[src/hw/scan_pkg.sv]
// ####################
// Grid size, converter widths, index types
// and counter operation codes.
// ####################

`default_nettype none

package scan_pkg;

  // Grid of sensing points.
  localparam int ROWS  = 3;
  localparam int COLS  = 3;
  localparam int CELLS = ROWS * COLS;

  // Converter widths.
  localparam int DAC_W = 10;
  localparam int ADC_W = 12;

  typedef logic [1:0] row_idx_t;
  typedef logic [1:0] col_idx_t;
  typedef logic [3:0] cell_addr_t;   // Row-major cell address.

  typedef logic [DAC_W-1:0] dac_code_t;
  typedef logic [ADC_W-1:0] adc_sample_t;

  // Index counter operations.
  typedef enum logic [1:0] {
    CNT_CLEAR = 2'b00,
    CNT_HOLD  = 2'b01,
    CNT_INC   = 2'b10
  } cnt_op_t;

endpackage : scan_pkg

`default_nettype wire
[src/hw/matrix_scanner.sv]
// ####################
// Matrix scan controller top. Sequencer, row and
// column counters, sample store and DAC code register.
// ####################

`timescale 1ns/1ps
`default_nettype none

module matrix_scanner
  import scan_pkg::*;
(
  input  wire              clk_i,
  input  wire              rst_i,
  input  wire              start_i,
  input  wire dac_code_t   stim_i,
  input  wire              dac_eoc_i,
  input  wire              adc_eoc_i,
  input  wire adc_sample_t adc_data_i,
  input  wire row_idx_t    rd_row_i,
  input  wire col_idx_t    rd_col_i,
  output logic             dac_start_o,
  output dac_code_t        dac_code_o,
  output logic             adc_start_o,
  output logic             scan_done_o,
  output dac_code_t        stim_q_o,
  output adc_sample_t      rd_data_o
);

  logic      dac_start;
  logic      stim_we;
  logic      cell_we;
  logic      cell_done;
  cnt_op_t   row_op;
  cnt_op_t   col_op;
  row_idx_t  row_idx;
  col_idx_t  col_idx;
  dac_code_t dac_code_q;

  scan_fsm u_fsm (
    .clk_i       (clk_i),
    .rst_i       (rst_i),
    .start_i     (start_i),
    .dac_eoc_i   (dac_eoc_i),
    .adc_eoc_i   (adc_eoc_i),
    .cell_done_i (cell_done),
    .row_i       (row_idx),
    .col_i       (col_idx),
    .dac_start_o (dac_start),
    .adc_start_o (adc_start_o),
    .stim_we_o   (stim_we),
    .cell_we_o   (cell_we),
    .row_op_o    (row_op),
    .col_op_o    (col_op),
    .scan_done_o (scan_done_o)
  );

  index_counter #(.idx_t(row_idx_t)) u_row_cnt (
    .clk_i   (clk_i),
    .rst_i   (rst_i),
    .op_i    (row_op),
    .count_o (row_idx)
  );

  index_counter #(.idx_t(col_idx_t)) u_col_cnt (
    .clk_i   (clk_i),
    .rst_i   (rst_i),
    .op_i    (col_op),
    .count_o (col_idx)
  );

  // Stimulus code held on the DAC pins for the whole scan.
  always_ff @(posedge clk_i or posedge rst_i) begin
    if (rst_i) begin
      dac_code_q <= '0;
    end else if (dac_start) begin
      dac_code_q <= stim_i;
    end
  end

  sample_store u_store (
    .clk_i       (clk_i),
    .rst_i       (rst_i),
    .stim_we_i   (stim_we),
    .cell_we_i   (cell_we),
    .stim_i      (dac_code_q),
    .row_i       (row_idx),
    .col_i       (col_idx),
    .adc_data_i  (adc_data_i),
    .rd_row_i    (rd_row_i),
    .rd_col_i    (rd_col_i),
    .cell_done_o (cell_done),
    .stim_q_o    (stim_q_o),
    .rd_data_o   (rd_data_o)
  );

  assign dac_start_o = dac_start;
  assign dac_code_o  = dac_code_q;

endmodule : matrix_scanner

`default_nettype wire

[src/hw/sample_store.sv]
// ####################
// Stimulus register and row-major cell memory
// with write-done flag and combinational read port.
// ####################

`timescale 1ns/1ps
`default_nettype none

module sample_store
  import scan_pkg::*;
(
  input  wire              clk_i,
  input  wire              rst_i,
  input  wire              stim_we_i,
  input  wire              cell_we_i,
  input  wire dac_code_t   stim_i,
  input  wire row_idx_t    row_i,
  input  wire col_idx_t    col_i,
  input  wire adc_sample_t adc_data_i,
  input  wire row_idx_t    rd_row_i,
  input  wire col_idx_t    rd_col_i,
  output logic             cell_done_o,
  output dac_code_t        stim_q_o,
  output adc_sample_t      rd_data_o
);

  adc_sample_t mem_q [CELLS];
  dac_code_t   stim_q;
  logic        cell_done_q;
  cell_addr_t  wr_addr;
  cell_addr_t  rd_addr;

  // Row times COLS plus column.
  function automatic cell_addr_t cell_addr(input row_idx_t row, input col_idx_t col);
    return cell_addr_t'(row) * cell_addr_t'(COLS) + cell_addr_t'(col);
  endfunction

  assign wr_addr = cell_addr(row_i, col_i);
  assign rd_addr = cell_addr(rd_row_i, rd_col_i);

  always_ff @(posedge clk_i or posedge rst_i) begin
    if (rst_i) begin
      cell_done_q <= 1'b0;
      stim_q      <= '0;
      for (int i = 0; i < CELLS; i++) begin
        mem_q[i] <= '0;
      end
    end else begin
      cell_done_q <= cell_we_i;   // High from the second write cycle.
      if (stim_we_i) begin
        stim_q <= stim_i;
      end
      if (cell_we_i) begin
        mem_q[wr_addr] <= adc_data_i;
      end
    end
  end

  assign cell_done_o = cell_done_q;
  assign stim_q_o    = stim_q;

  // Unused addresses above the grid read as zero.
  assign rd_data_o = (rd_addr < cell_addr_t'(CELLS)) ? mem_q[rd_addr] : '0;

  // Counter indices always land inside the grid.
  a_wr_addr_range: assert property (
    @(posedge clk_i) disable iff (rst_i)
      cell_we_i |-> (wr_addr < cell_addr_t'(CELLS))
  );

endmodule : sample_store

`default_nettype wire

[src/hw/scan_fsm.sv]
// ####################
// Scan sequencer FSM. Drives the DAC and ADC strobes,
// the store write enables and the row/column counter ops.
// ####################

`timescale 1ns/1ps
`default_nettype none

module scan_fsm
  import scan_pkg::*;
(
  input  wire            clk_i,
  input  wire            rst_i,
  input  wire            start_i,
  input  wire            dac_eoc_i,
  input  wire            adc_eoc_i,
  input  wire            cell_done_i,
  input  wire row_idx_t  row_i,
  input  wire col_idx_t  col_i,
  output logic           dac_start_o,
  output logic           adc_start_o,
  output logic           stim_we_o,
  output logic           cell_we_o,
  output cnt_op_t        row_op_o,
  output cnt_op_t        col_op_o,
  output logic           scan_done_o
);

  typedef enum logic [2:0] {
    ST_IDLE      = 3'd0,
    ST_DAC_START = 3'd1,
    ST_DAC_WAIT  = 3'd2,
    ST_STIM_WE   = 3'd3,
    ST_ADC_START = 3'd4,
    ST_ADC_WAIT  = 3'd5,
    ST_CELL_WE   = 3'd6,
    ST_ADVANCE   = 3'd7
  } state_t;

  state_t state_q;
  state_t next_state;

  logic col_last;
  logic row_last;

  // End of row and end of grid.
  assign col_last = (col_i == col_idx_t'(COLS - 1));
  assign row_last = (row_i == row_idx_t'(ROWS - 1));

  always_comb begin
    next_state  = state_q;
    dac_start_o = 1'b0;
    adc_start_o = 1'b0;
    stim_we_o   = 1'b0;
    cell_we_o   = 1'b0;
    row_op_o    = CNT_HOLD;
    col_op_o    = CNT_HOLD;
    scan_done_o = 1'b0;

    case (state_q)
      ST_IDLE: begin
        scan_done_o = 1'b1;
        row_op_o    = CNT_CLEAR;   // Counters start each scan at zero.
        col_op_o    = CNT_CLEAR;
        if (start_i) begin
          next_state = ST_DAC_START;
        end
      end

      ST_DAC_START: begin
        dac_start_o = 1'b1;   // Stimulus code loads this cycle.
        next_state  = ST_DAC_WAIT;
      end

      ST_DAC_WAIT: begin
        if (dac_eoc_i) begin
          next_state = ST_STIM_WE;
        end
      end

      ST_STIM_WE: begin
        stim_we_o  = 1'b1;
        next_state = ST_ADC_START;
      end

      ST_ADC_START: begin
        adc_start_o = 1'b1;
        next_state  = ST_ADC_WAIT;
      end

      ST_ADC_WAIT: begin
        if (adc_eoc_i) begin
          next_state = ST_CELL_WE;
        end
      end

      // Store flags done on the second write cycle.
      ST_CELL_WE: begin
        cell_we_o = 1'b1;
        if (cell_done_i) begin
          next_state = ST_ADVANCE;
        end
      end

      ST_ADVANCE: begin
        if (!col_last) begin
          col_op_o   = CNT_INC;
          next_state = ST_ADC_START;
        end else begin
          col_op_o = CNT_CLEAR;
          if (!row_last) begin
            row_op_o   = CNT_INC;
            next_state = ST_ADC_START;
          end else begin
            next_state = ST_IDLE;   // Last cell done.
          end
        end
      end

      default: begin
        next_state = ST_IDLE;
      end
    endcase
  end

  always_ff @(posedge clk_i or posedge rst_i) begin
    if (rst_i) begin
      state_q <= ST_IDLE;
    end else begin
      state_q <= next_state;
    end
  end

  // Converter start strobes are single-cycle pulses.
  a_dac_start_pulse: assert property (
    @(posedge clk_i) disable iff (rst_i) dac_start_o |=> !dac_start_o
  );

  a_adc_start_pulse: assert property (
    @(posedge clk_i) disable iff (rst_i) adc_start_o |=> !adc_start_o
  );

  // Stimulus and cell writes never overlap.
  a_we_exclusive: assert property (
    @(posedge clk_i) disable iff (rst_i) !(stim_we_o && cell_we_o)
  );

endmodule : scan_fsm

`default_nettype wire

[src/hw/index_counter.sv]
// ####################
// Clear/hold/increment index counter,
// typed for row or column indices.
// ####################

`timescale 1ns/1ps
`default_nettype none

module index_counter
  import scan_pkg::*;
#(
  parameter type idx_t = logic [1:0]
) (
  input  wire          clk_i,
  input  wire          rst_i,
  input  wire cnt_op_t op_i,
  output idx_t         count_o
);

  idx_t count_q;

  always_ff @(posedge clk_i or posedge rst_i) begin
    if (rst_i) begin
      count_q <= idx_t'(0);
    end else begin
      case (op_i)
        CNT_CLEAR: count_q <= idx_t'(0);
        CNT_INC:   count_q <= count_q + idx_t'(1);
        default:   count_q <= count_q;   // Hold.
      endcase
    end
  end

  assign count_o = count_q;

  // Sequencer wraps before the index overflows.
  a_no_overflow: assert property (
    @(posedge clk_i) disable iff (rst_i)
      (op_i == CNT_INC) |-> (count_q != '1)
  );

endmodule : index_counter

`default_nettype wire

[config.mk]
export PLATFORM = sky130hd
export DESIGN_NAME = matrix_scanner
export DESIGN_NICKNAME = d
export VERILOG_FILES = /design/src/hw/scan_pkg.sv /design/src/hw/matrix_scanner.sv /design/src/hw/sample_store.sv /design/src/hw/scan_fsm.sv /design/src/hw/index_counter.sv
export SDC_FILE = /design/constraint.sdc
export NUM_CORES = 1
export LEC_CHECK = 0
export BUFFER_PORTS_ARGS = -buffer_cell sky130_fd_sc_hd__buf_2
export CORE_ASPECT_RATIO = 2
export CORE_UTILIZATION = 59
export DETAILED_ROUTE_END_ITERATION = 8
export HOLD_SLACK_MARGIN = 0.1
export MAX_ROUTING_LAYER = met4
export PLACE_DENSITY = 0.8
export SLEW_MARGIN = 20
export SYNTH_ARGS = -nofsm -noshare
export SYNTH_HDL_FRONTEND = slang
export SYNTH_HIERARCHICAL = 1
export SYNTH_SLANG_ARGS = --single-unit
[constraint.sdc]
create_clock -name clk_i -period 6.5 [get_ports clk_i]
set_clock_uncertainty 0.1 [all_clocks]
set_input_delay 1.95 -clock clk_i [delete_from_list [all_inputs] [get_ports clk_i]]
set_output_delay 1.95 -clock clk_i [all_outputs]
set_load 0.05 [all_outputs]
==> reports/qor.csv, run 1 <==
stage,metric,value,unit
synthesis,Yosys top cell area share,0.5348,
setup_path,CP startpoint,rd_row_i[0],
status,outcome,completed,
sta,max-slew violations,0,
synthesis,top post-synthesis cells by area,"dfrtp_1 (53%), mux2_2 (18%), mux2i_1 (4.4%), mux2_1 (3.7%), mux4_2 (3.2%)",
power,Clock power frac,0.316,
clocking,"Clk pin slew, worst setup/hold paths",60,ps
clocking,TritonCTS clock tree,built,
clocking,H-tree level count,4,
grt,first-pass GRT wire length,21410,microns
place,DP Area,6829,sq um
sta,Final WS setup,66.64,ps
floorplanning,Initial Util,0.6074,
place,pre-CTS setup slack,-513.2,ps
clocking,Clk Tree Root Cell,clkbuf_16,
floorplanning,Core Area,10480,sq um
power,switching share of power,0.3364,
finish,cell area after layout,7543,sq um
finish,Layout area overhead,18.54,%
sta,fin crit share,0.9897,
synthesis,post-synth cell types,40,
power,cell leakage power,3.587,nW
clocking,Post-CTS Hold Fix Bufs,0,
floorplanning,Chip Height,148.9,microns
finish,Filler cells,710,
floorplanning,number of cell rows,53,
sta,Final Hold Vio Count,0,
synthesis,"count leader, synth",dfrtp_1,
grt,grt ovf,0,
sta,Worst Tran Pin Value,869.2,ps
grt,M1 GR Usage,0.3016,
setup_path,R2R depth,7,
grt,initial antenna violation count,0,
grt,number of global-route vias before repair,4175,
grt,Top Usage Layer GRT,met2,
grt,met3 Use GR,0.05878,
power,internal power,0.002068,W
clocking,Max clock buf depth,2,
place,Final GP Congestion,0.7956,
sta,Fmax achieved,0.1554,GHz
clocking,worst-skew pair later-pin latency,410,ps
floorplanning,Die X,75.44,microns
setup_path,CP endpoint kind,primary output,
grt,grt met2 use,0.4679,
sta,min Tclk post-route,6433,ps
route,routed vias,3957,
setup_path,reg-to-reg startpoint,u_row_cnt/count_o[0]$_DFFE_PP0P_,
finish,share of layout cells above drive strength 1,0.4667,
grt,largest net degree at the start of global routing,66,
worst_hold_path,min-delay src,u_store/mem_q[49]$_DFFE_PP0P_,
floorplanning,Ports,66,
flow_run,Max-cap violations,0,
power,sw power,0.001049,W
finish,antenna cells,0,
route,initial DRC count,178,
synthesis,"top cells by count, synth","dfrtp_1 (136), mux2_2 (100), mux2i_1 (28), mux2_1 (21), nand2b_1 (18)",
synthesis,Most used DFF post-synth,dfrtp_1,
sta,Slew HR,0.4188,
clocking,CTS Buf Count,17,
route,drt wl/cell,21.14,microns
clocking,clock sinks,136,
sta,Final setup viols,0,
route,post-route ant nets,0,
route,total routed wirelength,14000,microns
power,Combinational Power Share,0.306,
synthesis,"flops & latches, synth",136,
route,via/cell ratio,5.977,
setup_path,Max Fanout on Critical Path,7,
synthesis,Synth Instances,438,
synthesis,synthesis warning total,6,
power,pwr dens,413.2,nW/um^2
finish,final net count,553,
power,Flop pwr share,0.378,
setup_path,Critical Path AT,4380,ps
synthesis,Post-synth EDFFs,0,
worst_hold_path,Worst Hold Class,reg2reg,
grt,Total GRT Usage,0.2766,
route,first drt pass iteration count,4,
synthesis,synthesized area,6364,sq um
synthesis,Mapped Avg Cell Area,14.53,sq um
synthesis,syn nets,477,
setup_path,CP Class,in2out,
setup_path,CP Launch Type,input port,
floorplanning,Die ar.,11230,sq um
place,Final HPWL DP,9190,microns
place,Buffers on Ports,65,
synthesis,Post-synth ARST share,1.000,
power,total power draw,0.003117,W
worst_hold_path,hold depth,1,
synthesis,sequential element share of the synthesized area,0.5348,
power,maximum vdd drop,0.0002416,V
setup_path,CP Data Required Time,4450,ps
route,DRC Markers,0,
synthesis,cell taking the most area after synthesis,dfrtp_1,
[repair_timing]
item,4_1_cts,5_1_grt
buffers inserted,0,2
endpoints found under the hold margin,0,0
cloned,0,0
setup endpoints to repair,12,12
pin swaps,0,2
resized for setup,15,14
[per-stage QoR]
| stage | TNS (ps) | util | instances | hold slack, ps |
|---|---|---|---|---|
| floorplan | 0 | - | 438 | 359.5 |
| global placement | -6034 | 0.6515 | 630 | 369.0 |
| detailed placement | -4801 | 0.6518 | 630 | 380.3 |
| CTS | 0 | 0.7142 | 660 | 393.6 |
| global route | -28.42 | 0.7200 | 662 | 409.6 |
| finish | 0 | 0.7200 | 662 | 391.7 |
[power by group through the flow]
stage,clock [W],combinational [W],sequential [W]
after detailed placement,0,0.000915,0.00119
after global placement,0,0.000896,0.00117
final,0.000984,0.000954,0.00118
after global routing,0.00104,0.00101,0.00120
after CTS,0.00100,0.000940,0.00118
after floorplan,0,0.000552,0.00133
[cell type report]
type,instances,area (sq um),share of cell area
Inverter,7,28.78,0.003815
Clock buffer,21,470.5,0.06237
Multi-Input combinational cell,270,2810,0.3725
Clock inverter,9,141.4,0.01874
Tap cell,137,171.4,0.02272
Timing Repair Buffer,82,518.0,0.06867
Sequential cell,136,3403,0.4512
[cell families (layout without fill, tap and decap cells)]
logic type | Yosys count | count (layout) | synth area share
compound gates | 38 | 38 | 0.04660
fa+ha+maj | 8 | 8 | 0.02045
buf+inv | 32 | 119 | 0.03067
flops | 136 | 136 | 0.5348
mux | 168 | 168 | 0.3136
simple gates | 56 | 56 | 0.05387
[critical path: stages]
cell and delay [ps]:
buf_2 120, fa_1 500, ha_2 210, fa_2 670, buf_6 180, nor2b_4 190
a22oi_1 110, a32o_1 300, buf_6 160
[layout by cell type, fill, tap and decap left out, types with 2 or more instances in the layout]
cell and count:
nor3_2 2, mux4_2 9, clkinv_4 3, inv_1 6, o21ai_1 6, a22o_1 9
a2bb2oi_1 3, nand2_1 6, nor3b_2 2, clkbuf_16 17, nand3b_1 2, buf_2 53
a22oi_1 3, dfrtp_1 136, nor3_1 2, clkbuf_8 3, mux2_1 21, a221oi_1 9
nand2b_1 18, nor2_1 11, a32o_1 2, ha_2 2, fa_1 3, ha_1 2
mux2i_1 28, inv_6 2, bufinv_16 3, nor2b_4 2, mux2_4 10, mux2_2 100
buf_4 22, buf_6 6, nor2b_1 4
[layer usage]
layer / vias to the layer above / part of all wire
met5: - / 0
met4: 0 / 0.016
met3: 13 / 0.037
met2: 117 / 0.57
met1: 2074 / 0.38
li1: 1753 / -
[final timing paths]
check | end | slack [ps]
max | rd_data_o[9] | 70
min | u_store/mem_q[49]$_DFFE_PP0P_ | 390
max reg2reg | u_store/mem_q[44]$_DFFE_PP0P_ | 3040
min reg2reg | u_store/mem_q[49]$_DFFE_PP0P_ | 390
max in group asynchronous | u_store/stim_q_o[5]$_DFFE_PP0P_ | 3430
min in group asynchronous | u_col_cnt/count_o[1]$_DFFE_PP0P_ | 1340
[registers in the layout (all words and copies together), names as in the netlist]
| signal | flops |
|---|---|
| u_store/mem_q | 108 |
| dac_code_o | 10 |
| u_store/stim_q_o | 10 |
| u_fsm/state_q | 3 |
| u_col_cnt/count_o | 2 |
| u_row_cnt/count_o | 2 |
| u_store/cell_done_o | 1 |
Power figures use the tool's default switching activity.
==> inputs of run 2 (changes only) <==
--- a/constraint.sdc
+++ b/constraint.sdc
@@ -3,3 +3,3 @@
 set_input_delay 1.95 -clock clk_i [delete_from_list [all_inputs] [get_ports clk_i]]
 set_output_delay 1.95 -clock clk_i [all_outputs]
-set_load 0.05 [all_outputs]
+set_load 0.1 [all_outputs]
==> reports/qor.csv, run 2 (synthesized netlist as in run 1, its figures left out) <==
stage,metric,value,unit,change
place,pre-CTS setup slack,0.9654,ps,+514.2 ps
flow_run,Max-cap violations,0,,unchanged
finish,Biggest register,u_store/mem_q,,
grt,number of global-route vias before repair,4423,,+5.9%
finish,"commonest non-fill, non-tap cells in the layout","dfrtp_1 (136), mux2_2 (100), buf_2 (53)",,
setup_path,CP endpoint kind,primary output,,
sta,Final setup viols,0,,unchanged
floorplanning,Core Area,10480,sq um,unchanged
route,initial DRC count,151,,-15%
route,via/cell ratio,6.004,,+0.45%
sta,Final Hold Vio Count,0,,unchanged
setup_path,"reg-to-reg slack, setup",3010,ps,-30 ps
finish,"most common cell after layout, fill and taps aside",dfrtp_1,,
worst_hold_path,Worst Hold Class,reg2reg,,
route,drt wl/cell,21.33,microns,+0.90%
place,Final HPWL DP,9514,microns,+3.5%
clocking,"Clk pin slew, worst setup/hold paths",60,ps,about the same
place,Buffers on Ports,65,,unchanged
floorplanning,Chip Height,148.9,microns,unchanged
place,Final GP Congestion,0.8489,,+6.7%
route,total routed wirelength,14270,microns,+2.0%
sta,Worst Tran Pin Value,887.8,ps,+18.54 ps
power,pwr dens,458.6,nW/um^2,+11%
finish,share of layout cells above drive strength 1,0.4925,,+0.02581
floorplanning,number of cell rows,53,,unchanged
sta,min Tclk post-route,6461,ps,+27.48 ps
status,outcome,completed,,
clocking,H-tree level count,4,,unchanged
power,cell leakage power,3.672,nW,+2.4%
place,dpl cells,636,,+0.95%
floorplanning,Initial Util,0.6074,,unchanged
floorplanning,Die ar.,11230,sq um,unchanged
grt,grt ovf,0,,unchanged
grt,largest net degree at the start of global routing,72,,+9.1%
finish,cell area after layout,7756,sq um,+2.8%
finish,max FFs per register,108,,unchanged
floorplanning,Die X,75.44,microns,unchanged
floorplanning,Ports,66,,unchanged
route,post-route ant nets,0,,unchanged
clocking,clock sinks,136,,unchanged
sta,Final WS setup,39.16,ps,-27.48 ps
clocking,TritonCTS clock tree,built,,
finish,antenna cells,0,,unchanged
setup_path,CP Class,in2out,,
setup_path,CP Data Required Time,4450,ps,about the same
sta,Slew HR,0.4064,,-0.01240
clocking,Max clock buf depth,2,,unchanged
sta,Fmax achieved,0.1548,GHz,-0.43%
sta,fin crit share,0.9940,,+0.004228
sta,max-slew violations,0,,unchanged
route,first drt pass iteration count,5,,+1
finish,Layout area overhead,21.88,%,
place,DP Area,7062,sq um,+3.4%
finish,post-route insts no fill,669,,+1.1%
route,DRC Markers,0,,unchanged
grt,first-pass GRT wire length,22340,microns,+4.4%
setup_path,Max Fanout on Critical Path,8,,+1
grt,Total GRT Usage,0.2861,,+0.009535
clocking,worst-skew pair later-pin latency,420,ps,about the same
finish,final net count,558,,+0.90%
setup_path,Critical Path AT,4410,ps,+30 ps
clocking,Post-CTS Hold Fix Bufs,0,,unchanged
grt,initial antenna violation count,0,,unchanged
clocking,Clk Tree Root Cell,clkbuf_16,,
setup_path,CP Launch Type,input port,,
clocking,CTS Buf Count,17,,unchanged
power,maximum vdd drop,0.0003268,V,+35%
route,routed vias,4017,,+1.5%
## run 2: changes by cell type in the layout (fill, tap and decap cells not counted), moves of 2 or more
cell	before	now
buf_6	6	1
buf_12	1	13
a221oi_2	0	6
buf_4	22	20
a221oi_1	9	3
clkinv_4	3	1
nor2b_4	2	0
a22o_2	0	7
nor2b_2	0	2
clkinv_2	0	3
a22o_1	9	2
## run 2: worst paths after layout
| kind | to | startpoint | depth (start not counted) |
|---|---|---|---|
| min | u_store/mem_q[54]$_DFFE_PP0P_ | u_store/mem_q[54]$_DFFE_PP0P_ | 1 |
| max reg2reg | u_store/mem_q[11]$_DFFE_PP0P_ | u_row_cnt/count_o[0]$_DFFE_PP0P_ | 6 |
| max in group asynchronous | u_store/mem_q[59]$_DFFE_PP0P_ | rst_i | 3 |
| min reg2reg | u_store/mem_q[54]$_DFFE_PP0P_ | u_store/mem_q[54]$_DFFE_PP0P_ | 1 |
| max | rd_data_o[7] | rd_col_i[1] | 10 |
| min in group asynchronous | u_col_cnt/count_o[0]$_DFFE_PP0P_ | rst_i | 2 |
## run 2: final cells by class
cell class	count	area [sq um]
multi-input combinational	270	2836
sequential	136	3403
timing repair buffer	87	686.9
clock buffer	21	460.4
tap	137	171.4
inverter	7	28.78
fill	694	2721
clock inverter	11	168.9
## run 2: per-layer routing
layer	vias to the layer above	routed length, microns	global-route usage
li1	1765	-	-
met1	2101	5164	0.2910
met2	121	8137	0.5063
met3	30	506	0.05203
met4	0	462	0.1407
met5	-	0	-
## run 2: power by group
part           leakage [nW]  switching, W  internal (W)  total [W]
Clock                 0.308      0.000352      0.000663    0.00102
Sequential             1.71      0.000133       0.00105    0.00118
Combinational          1.66      0.000909      0.000451    0.00136
## run 2: critical path, cell delays in order
cell	delay [ps]
buf_2	110
fa_1	490
ha_2	200
fa_1	520
buf_6	160
nor2_1	60
buf_4	170
a2bb2oi_1	300
a32o_2	270
buf_12	180
## run 2: timing repair
| item | 4_1_cts | 5_1_grt |
|---|---|---|
| pin swaps | 0 | 4 |
| endpoints found under the setup margin | 6 | 10 |
| resized for setup | 4 | 7 |
| setup buffers | 0 | 1 |
## run 2: per-stage QoR
| step | TNS, ps | util | total power [W] | hold slack, ps |
|---|---|---|---|---|
| after floorplan | -90.73 | - | 0.002200 | 359.5 |
| after global placement | 0 | 0.6740 | 0.002470 | 368.6 |
| after detailed placement | 0 | 0.6740 | 0.002517 | 380.2 |
| after CTS | 0 | 0.7363 | 0.003555 | 392.8 |
| after global routing | -20.85 | 0.7403 | 0.003689 | 410.0 |
| final | 0 | 0.7403 | 0.003557 | 389.8 |
